## config.mk

```make
export PLATFORM = sky130hd
export DESIGN_NAME = fft_stage1_top
export DESIGN_NICKNAME = d
export VERILOG_FILES = /design/src/design/fft_pkg.sv /design/src/design/sample_ram.sv /design/src/design/ram_arbiter.sv /design/src/design/host_port.sv /design/src/design/pair_addr_gen.sv /design/src/design/stage1_butterfly.sv /design/src/design/fft_stage1_top.sv
export SDC_FILE = /design/constraint.sdc
export NUM_CORES = 1
export LEC_CHECK = 0
export ABC_AREA = 1
export BUFFER_PORTS_ARGS = -buffer_cell sky130_fd_sc_hd__buf_2
export CORE_MARGIN = 2
export CORE_UTILIZATION = 56
export DETAILED_ROUTE_END_ITERATION = 16
export PLACE_DENSITY = 0.83
export SLEW_MARGIN = 20
export SYNTH_ARGS = -nofsm -noshare
export SYNTH_HDL_FRONTEND = slang
export SYNTH_SLANG_ARGS = --single-unit
```

## constraint.sdc

```tcl
create_clock -name clk -period 2.7 [get_ports clk]
set_input_delay 0.27 -clock clk [delete_from_list [all_inputs] [get_ports clk]]
set_output_delay 0.27 -clock clk [all_outputs]
set_load 0.02 [all_outputs]
```

## src/design/fft_pkg.sv

```systemverilog
package fft_pkg;

    // ==========================================================================
    // Buffer geometry
    // ==========================================================================
    localparam int POINTS   = 16;               // Samples in the buffer
    localparam int ADDR_W   = $clog2(POINTS);
    localparam int SAMPLE_W = 16;

    typedef logic signed [SAMPLE_W-1:0] sample_t;    // One real sample
    typedef logic        [ADDR_W-1:0]   sample_addr_t;

    // One RAM access as presented by a peer
    typedef struct packed {
        logic         we;
        sample_addr_t addr;
        sample_t      wdata;
    } mem_req_t;

    // One command from the external host
    typedef struct packed {
        logic         write;
        sample_addr_t addr;
        sample_t      wdata;
    } host_xfer_t;

    // ==========================================================================
    // Arbiter masters and FSM states
    // ==========================================================================
    // Highest priority first
    typedef enum logic [1:0] {
        MST_BFLY,
        MST_AGEN,
        MST_HOST
    } master_e;

    typedef enum logic [2:0] {
        AG_IDLE,
        AG_READ_EVEN,
        AG_READ_ODD,
        AG_DRAIN,
        AG_DONE
    } agen_state_e;

    typedef enum logic [1:0] {
        HP_IDLE,
        HP_ACCESS,
        HP_WAIT_DATA,
        HP_ACK
    } hport_state_e;

endpackage

```

## src/design/sample_ram.sv

```systemverilog
module sample_ram
    import fft_pkg::*;
(
    input  logic     clk,
    input  logic     en,
    input  mem_req_t req,
    output sample_t  rdata
);

    sample_t mem [POINTS];

    // Single port, so one access per cycle. Read word shows up one cycle later
    always_ff @(posedge clk) begin
        if (en) begin
            if (req.we) begin
                mem[req.addr] <= req.wdata;
            end else begin
                rdata <= mem[req.addr];
            end
        end
    end

endmodule

```

## src/design/ram_arbiter.sv

```systemverilog
module ram_arbiter
    import fft_pkg::*;
(
    input  logic     clk,
    input  logic     rst_n,
    input  logic     bfly_req,
    input  logic     agen_req,
    input  logic     host_req,
    input  mem_req_t bfly_cmd,
    input  mem_req_t agen_cmd,
    input  mem_req_t host_cmd,
    output logic     bfly_gnt,
    output logic     agen_gnt,
    output logic     host_gnt,
    output logic     agen_rvalid,
    output logic     host_rvalid,
    output logic     ram_en,
    output mem_req_t ram_req
);

    master_e sel;
    logic    rd_pend_q;     // A read was granted last cycle
    master_e rd_mst_q;      // ... and this is who asked for it

    // Fixed priority: write-back, then generator reads, then host
    always_comb begin
        if (bfly_req) begin
            sel = MST_BFLY;
        end else if (agen_req) begin
            sel = MST_AGEN;
        end else begin
            sel = MST_HOST;
        end
    end

    assign ram_en   = bfly_req | agen_req | host_req;
    assign bfly_gnt = ram_en && (sel == MST_BFLY);
    assign agen_gnt = ram_en && (sel == MST_AGEN);
    assign host_gnt = ram_en && (sel == MST_HOST);

    always_comb begin
        case (sel)
            MST_BFLY: ram_req = bfly_cmd;
            MST_AGEN: ram_req = agen_cmd;
            default:  ram_req = host_cmd;
        endcase
    end

    // Steer read-data valid back to the reader, aligned with RAM rdata
    always_ff @(posedge clk or negedge rst_n) begin
        if (!rst_n) begin
            rd_pend_q <= 1'b0;
            rd_mst_q  <= MST_HOST;
        end else begin
            rd_pend_q <= ram_en && !ram_req.we;
            rd_mst_q  <= sel;
        end
    end

    assign agen_rvalid = rd_pend_q && (rd_mst_q == MST_AGEN);
    assign host_rvalid = rd_pend_q && (rd_mst_q == MST_HOST);

    a_gnt_onehot: assert property (@(posedge clk) disable iff (!rst_n)
        $onehot0({bfly_gnt, agen_gnt, host_gnt}));

endmodule

```

## src/design/host_port.sv

```systemverilog
module host_port
    import fft_pkg::*;
(
    input  logic       clk,
    input  logic       rst_n,
    input  logic       host_req,
    input  host_xfer_t host_cmd,
    output logic       host_ack,
    output sample_t    host_rdata,
    output logic       mem_req,
    output mem_req_t   mem_cmd,
    input  logic       mem_gnt,
    input  logic       mem_rvalid,
    input  sample_t    mem_rdata
);

    hport_state_e state, next_state;

    host_xfer_t cmd_q;      // Command held for the whole transfer
    sample_t    rdata_q;

    // ==========================================================================
    // Transfer FSM
    // ==========================================================================
    always_ff @(posedge clk or negedge rst_n) begin
        if (!rst_n) begin
            state <= HP_IDLE;
        end else begin
            state <= next_state;
        end
    end

    always_comb begin
        next_state = state;
        case (state)
            HP_IDLE: begin
                if (host_req) next_state = HP_ACCESS;
            end
            HP_ACCESS: begin
                if (mem_gnt) begin
                    next_state = cmd_q.write ? HP_ACK : HP_WAIT_DATA;
                end
            end
            HP_WAIT_DATA: begin
                if (mem_rvalid) next_state = HP_ACK;
            end
            HP_ACK: begin
                if (!host_req) next_state = HP_IDLE;    // Phase 3 seen, drop ack
            end
            default: next_state = HP_IDLE;
        endcase
    end

    // Payload capture
    always_ff @(posedge clk) begin
        if (state == HP_IDLE && host_req) begin
            cmd_q <= host_cmd;
        end
        if (state == HP_WAIT_DATA && mem_rvalid) begin
            rdata_q <= mem_rdata;
        end
    end

    assign mem_req       = (state == HP_ACCESS);
    assign mem_cmd.we    = cmd_q.write;
    assign mem_cmd.addr  = cmd_q.addr;
    assign mem_cmd.wdata = cmd_q.wdata;

    assign host_ack   = (state == HP_ACK);
    assign host_rdata = rdata_q;       // Valid while ack is high after a read

endmodule

```

## src/design/pair_addr_gen.sv

```systemverilog
module pair_addr_gen
    import fft_pkg::*;
(
    input  logic     clk,
    input  logic     rst_n,
    input  logic     run_req,
    output logic     run_ack,
    output logic     rd_req,
    output mem_req_t rd_cmd,
    input  logic     rd_gnt,
    input  logic     pass_written
);

    agen_state_e state, next_state;

    sample_addr_t rd_ptr;
    logic         last_rd;

    assign last_rd = (rd_ptr == sample_addr_t'(POINTS - 1));

    // ==========================================================================
    // Run FSM
    // ==========================================================================
    always_ff @(posedge clk or negedge rst_n) begin
        if (!rst_n) begin
            state <= AG_IDLE;
        end else begin
            state <= next_state;
        end
    end

    always_comb begin
        next_state = state;
        case (state)
            AG_IDLE: begin
                if (run_req) next_state = AG_READ_EVEN;
            end
            AG_READ_EVEN: begin
                if (rd_gnt) next_state = AG_READ_ODD;   // Stall in place otherwise
            end
            AG_READ_ODD: begin
                if (rd_gnt) begin
                    next_state = last_rd ? AG_DRAIN : AG_READ_EVEN;
                end
            end
            AG_DRAIN: begin
                // Wait for the butterfly to put back the last pair
                if (pass_written) next_state = AG_DONE;
            end
            AG_DONE: begin
                if (!run_req) next_state = AG_IDLE;
            end
            default: next_state = AG_IDLE;
        endcase
    end

    // Read pointer steps only on a granted read
    always_ff @(posedge clk or negedge rst_n) begin
        if (!rst_n) begin
            rd_ptr <= '0;
        end else if (state == AG_IDLE) begin
            rd_ptr <= '0;
        end else if (rd_req && rd_gnt) begin
            rd_ptr <= rd_ptr + 1'b1;
        end
    end

    assign rd_req       = (state == AG_READ_EVEN) || (state == AG_READ_ODD);
    assign rd_cmd.we    = 1'b0;
    assign rd_cmd.addr  = rd_ptr;
    assign rd_cmd.wdata = '0;

    assign run_ack = (state == AG_DONE);

    a_read_only: assert property (@(posedge clk) disable iff (!rst_n)
        rd_req |-> !rd_cmd.we);

endmodule

```

## src/design/stage1_butterfly.sv

```systemverilog
module stage1_butterfly
    import fft_pkg::*;
(
    input  logic     clk,
    input  logic     rst_n,
    input  logic     rd_valid,
    input  sample_t  rd_data,
    output logic     wr_req,
    output mem_req_t wr_cmd,
    input  logic     wr_gnt,
    output logic     pass_written
);

    sample_addr_t word_cnt;     // Words received this pass
    logic         wb_pend;      // Write-back of a pair in progress
    logic         wb_odd;       // Second word of the pair is next

    sample_t      even_q;
    sample_t      sum_q;
    sample_t      diff_q;
    sample_addr_t wb_addr;      // Even address of the pair being written

    logic signed [SAMPLE_W:0] sum_ext;
    logic signed [SAMPLE_W:0] diff_ext;
    logic                     odd_in;
    logic                     last_wr;

    // ==========================================================================
    // Butterfly with twiddle of one
    // ==========================================================================
    // One guard bit, then halve so the result always fits
    assign sum_ext  = {even_q[SAMPLE_W-1], even_q} + {rd_data[SAMPLE_W-1], rd_data};
    assign diff_ext = {even_q[SAMPLE_W-1], even_q} - {rd_data[SAMPLE_W-1], rd_data};

    assign odd_in  = rd_valid && word_cnt[0];
    assign last_wr = wr_gnt && wb_odd
                     && (wr_cmd.addr == sample_addr_t'(POINTS - 1));

    always_ff @(posedge clk) begin
        if (rd_valid && !word_cnt[0]) begin
            even_q <= rd_data;
        end
        if (odd_in) begin
            sum_q   <= sample_t'(sum_ext >>> 1);
            diff_q  <= sample_t'(diff_ext >>> 1);
            wb_addr <= {word_cnt[ADDR_W-1:1], 1'b0};
        end
    end

    // ==========================================================================
    // Word count and write-back control
    // ==========================================================================
    always_ff @(posedge clk or negedge rst_n) begin
        if (!rst_n) begin
            word_cnt     <= '0;
            wb_pend      <= 1'b0;
            wb_odd       <= 1'b0;
            pass_written <= 1'b0;
        end else begin
            pass_written <= last_wr;
            if (rd_valid) begin
                word_cnt <= word_cnt + 1'b1;
            end else if (last_wr) begin
                word_cnt <= '0;         // Ready for the next pass
            end

            if (odd_in) begin
                wb_pend <= 1'b1;
                wb_odd  <= 1'b0;
            end else if (wr_gnt) begin
                wb_odd <= ~wb_odd;
                if (wb_odd) wb_pend <= 1'b0;
            end
        end
    end

    assign wr_req       = wb_pend;
    assign wr_cmd.we    = 1'b1;
    assign wr_cmd.addr  = {wb_addr[ADDR_W-1:1], wb_odd};
    assign wr_cmd.wdata = wb_odd ? diff_q : sum_q;    // Sum to 2k, difference to 2k+1

    // Arbiter priority must drain a pair before the next one completes
    a_no_overrun: assert property (@(posedge clk) disable iff (!rst_n)
        odd_in |-> !wb_pend);

endmodule

```

## src/design/fft_stage1_top.sv

```systemverilog
module fft_stage1_top
    import fft_pkg::*;
(
    input  logic       clk,
    input  logic       rst_n,
    input  logic       host_req,
    input  host_xfer_t host_cmd,
    output logic       host_ack,
    output sample_t    host_rdata,
    input  logic       run_req,
    output logic       run_ack
);

    logic     bfly_req, agen_req, hp_req;
    mem_req_t bfly_cmd, agen_cmd, hp_cmd;
    logic     bfly_gnt, agen_gnt, hp_gnt;
    logic     agen_rvalid, hp_rvalid;
    logic     ram_en;
    mem_req_t ram_req;
    sample_t  ram_rdata;
    logic     pass_written;

    // ==========================================================================
    // Shared buffer and its arbiter
    // ==========================================================================
    sample_ram u_ram (
        .clk   (clk),
        .en    (ram_en),
        .req   (ram_req),
        .rdata (ram_rdata)
    );

    ram_arbiter u_arb (
        .clk         (clk),
        .rst_n       (rst_n),
        .bfly_req    (bfly_req),
        .agen_req    (agen_req),
        .host_req    (hp_req),
        .bfly_cmd    (bfly_cmd),
        .agen_cmd    (agen_cmd),
        .host_cmd    (hp_cmd),
        .bfly_gnt    (bfly_gnt),
        .agen_gnt    (agen_gnt),
        .host_gnt    (hp_gnt),
        .agen_rvalid (agen_rvalid),
        .host_rvalid (hp_rvalid),
        .ram_en      (ram_en),
        .ram_req     (ram_req)
    );

    // Peers
    host_port u_host (
        .clk        (clk),
        .rst_n      (rst_n),
        .host_req   (host_req),
        .host_cmd   (host_cmd),
        .host_ack   (host_ack),
        .host_rdata (host_rdata),
        .mem_req    (hp_req),
        .mem_cmd    (hp_cmd),
        .mem_gnt    (hp_gnt),
        .mem_rvalid (hp_rvalid),
        .mem_rdata  (ram_rdata)
    );

    pair_addr_gen u_agen (
        .clk          (clk),
        .rst_n        (rst_n),
        .run_req      (run_req),
        .run_ack      (run_ack),
        .rd_req       (agen_req),
        .rd_cmd       (agen_cmd),
        .rd_gnt       (agen_gnt),
        .pass_written (pass_written)
    );

    // Generator reads land straight in the butterfly
    stage1_butterfly u_bfly (
        .clk          (clk),
        .rst_n        (rst_n),
        .rd_valid     (agen_rvalid),
        .rd_data      (ram_rdata),
        .wr_req       (bfly_req),
        .wr_cmd       (bfly_cmd),
        .wr_gnt       (bfly_gnt),
        .pass_written (pass_written)
    );

endmodule

```

==> run metrics <==
outcome finished with violations; violated checks negative setup slack; vias per cell 5.72; Synth Instances approximately 1600; combinational share of power between 2 and 2.5%; Reg2Reg Launch Point u_agen.state[0]; FF+latch area 11300 µm²; fillers approximately 2100; crit-path leading delay family simple AND/OR/NAND/NOR gates; Critical Path Start Type register; critical path endpoint category register; global route total overflow 0; Yosys cell types 44; PortBufs 42; Arr. time, crit path between 2000 and 3000 ps; die height between 150 and 200 µm; Hold EP u_agen.state[2]; multi-input logic area just under 5000 µm²; sequential area share after synthesis between 60 and 70%; vias approximately 12000; ys async rst share 5.01%; fin util about 65%; commonest register cell after synthesis edfxtp_1; clock skew 15.5 ps; Setup CP Type register to register; final-report hold violation count 0; CTS tree built; depth of the worst hold-timing path 3; Post-Route WL around 43000 µm; H-tree levels 2; reported max-cap violation count 0; cell mode on critical path nand2_2; Max FO, Critical Path 11; Routed Antenna Nets 0; post-layout min period ~2700 ps; clock latency on the worst-skew pair roughly 540 ps; clock root buffer clkbuf_16; Seq cells post-synth approximately 380; vias in the first global route between 10000 and 15000; Worst Hold Launch run_req; CTS Buffer Depth 3; switch share approximately a fifth; drt first pass iters 6; R2R cell count 13; Flop pwr share between 50% and 60%; Setup crit start u_agen.state[0]; Area Growth Syn to Fin 14.3%; Starting DRT DRC Count around 1300; Hold WC Path Type input port to register; die width ~180 µm; Routed wire per std cell slightly below 20 µm; # setup viols final 40; Worst slew margin 43.4%; Worst R2R End u_ram.mem[5][2]; crit path cell chain nor2_2, nand2_2, nand2_2, nand2_2, inv_2, nand2_1, o21ai_1, nor2_4, buf_12, inv_2, nand4_1, nor2_2, clkbuf_4; Slowest-stage cell, CP dfrtp_1; switching power ~2400 µW; layout cells sized above 1 11.1%; Internal 9450 µW; Crit path buffers/inverters 4; max incr delay on CP approximately 430 ps; Required @ worst endpoint ~2900 ps; Sink Count roughly 380; Final Non-Filler Cells approximately 2100; Synth Warn # 0; clock power share between 40% and 50%; placed cell count roughly 2000; fin. max-slew vios 0; Row Count 63; initial cell density of the core a little under three fifths; Mean Syn Cell Area 10.5 µm²; die area 31700 µm²; Antenna Cells 0; maximum number of pins on one net before global-route repair 69; # IOs 43; worst vdd rail ir drop roughly 500 µV; Routability Congestion 0.891; fin crit share 101%; worst-margin pin slew about 850 ps; NumNets Final between 1500 and 2000; hold slack between 20 and 25 ps; Achievable Freq ~0.37 GHz; Post-synth EDFFs between 300 and 400; post-route setup slack -30.8 ps; Reg2Reg Setup Slack -30 ps; total CTS buffers 39; RSZ-0062 raised after global routing true; Core Area 29700 µm²; hpwl dp between 20000 and 30000 µm; Leak between 0.008 and 0.009 µW; gr usage total between 20% and 30%; clk slew on worst S/H paths 60 ps; post-synthesis cell area ~17000 µm²; DRC 0; first-pass GRT wire length 65000 µm; initial antenna violation count 0; power per standard cell area between 600 and 700 nW/µm²; Synth Net Count between 1500 and 2000
==> registers in the layout (all words and copies together), names as in the netlist, 2 cells and up <==
register,count
u_ram.mem,256
u_host.mem_cmd,21
u_bfly.diff_q,16
u_bfly.even_q,16
u_bfly.sum_q,16
u_host.host_rdata,16
u_ram.rdata,16
u_agen.rd_ptr,4
u_bfly.word_cnt,4
u_agen.state,3
u_bfly.wb_addr,3
u_arb.rd_mst_q,2
u_host.state,2
==> what timing repair did <==
action / in CTS / in global routing
resized for setup: 0 / 8
hold endpoints to repair: 39 / 0
setup endpoints to repair: 0 / 191
hold buffers: 22 / 0
setup buffers: 0 / 6
==> tightest hold or removal path: cells and delay by family <==
| kind | cells | cell delay, ps |
|---|---|---|
| compound gates | 1 | 70 |
| buf+inv | 1 | 110 |
| simple gates | 1 | 60 |
==> area by class of cell <==
cell class              instances  area share, %
inverters                     116           2.26
clock inverters                21          0.831
multi-input cells            1048           25.4
flip-flops and latches        379           58.1
repair buffers                141           5.55
well taps                     390           2.51
clock buffers                  48           5.35
==> stage by stage <==
step	area, µm²	power, µW	TNS [ps]	setup slack, ps
floorplan	17000	6710	-14790	-103
global placement	17900	6770	0	40.5
detailed placement	17900	6790	0	81.9
CTS	19300	11900	0	59.7
global route	19400	12100	-10630	-163
finish	19400	11900	-755	-30.8
==> cell usage in the layout (no fill, tap or decap), types with 23 or more instances in the layout <==
master and n:
nand2_1 648, a21oi_1 28, clkbuf_16 39, xor2_1 27, nand3_1 175, buf_4 69
o21ai_0 23, buf_2 42, edfxtp_1 360, nor2_1 46, ha_1 36, inv_1 109
==> power groups by stage <==
| stage | Clock, µW | Sequential [µW] | Combinational [µW] |
|---|---|---|---|
| 2_1_floorplan | 0 | 6560 | 143 |
| 3_3_place_gp | 0 | 6580 | 191 |
| 3_5_place_dp | 0 | 6580 | 211 |
| 4_1_cts | 5170 | 6450 | 239 |
| 5_1_grt | 5400 | 6460 | 271 |
| 6_report | 5150 | 6460 | 250 |
==> synthesized netlist by cell type, types with 11 or more instances <==
library cell,instances,area [µm²]
nand2_1,649,2440
edfxtp_1,360,10800
nand3_1,175,876
inv_1,109,409
nor2_1,52,195
ha_1,36,450
buf_2,29,145
a21oi_1,28,140
xor2_1,27,236
o21ai_0,24,120
dfrtp_1,18,450
clkbuf_1,17,63.8
buf_1,11,41.3
==> worst max path at each step <==
stage	endpoint	slack, ps	depth (start not counted)
after CTS	u_ram.mem[7][0]	60	11
after floorplan	u_ram.mem[9][0]	-100	13
after global routing	u_ram.mem[13][3]	-160	13
after global placement	u_ram.mem[7][2]	40	11
final	u_ram.mem[5][2]	-30	13
after detailed placement	u_ram.mem[7][2]	80	11
==> per-layer routing <==
metal | global-route usage (%) | routed length, µm
met3 | 4.73 | 3900
met2 | 44.2 | 20400
met1 | 35.2 | 16500
met5 | 0 | 0
met4 | 12.4 | 1890
==> kinds of logic after synthesis <==
group	count (synthesis)	synth area share, %
AO/OA/AOI/OAI	78	2.67
XOR/XNOR	31	1.60
adder cells (fa/ha/maj)	38	2.89
buffers and inverters	186	4.79
flip-flops	379	66.4
AND/OR/NAND/NOR	901	21.6
Note: power is estimated with default switching activity, not from simulation.
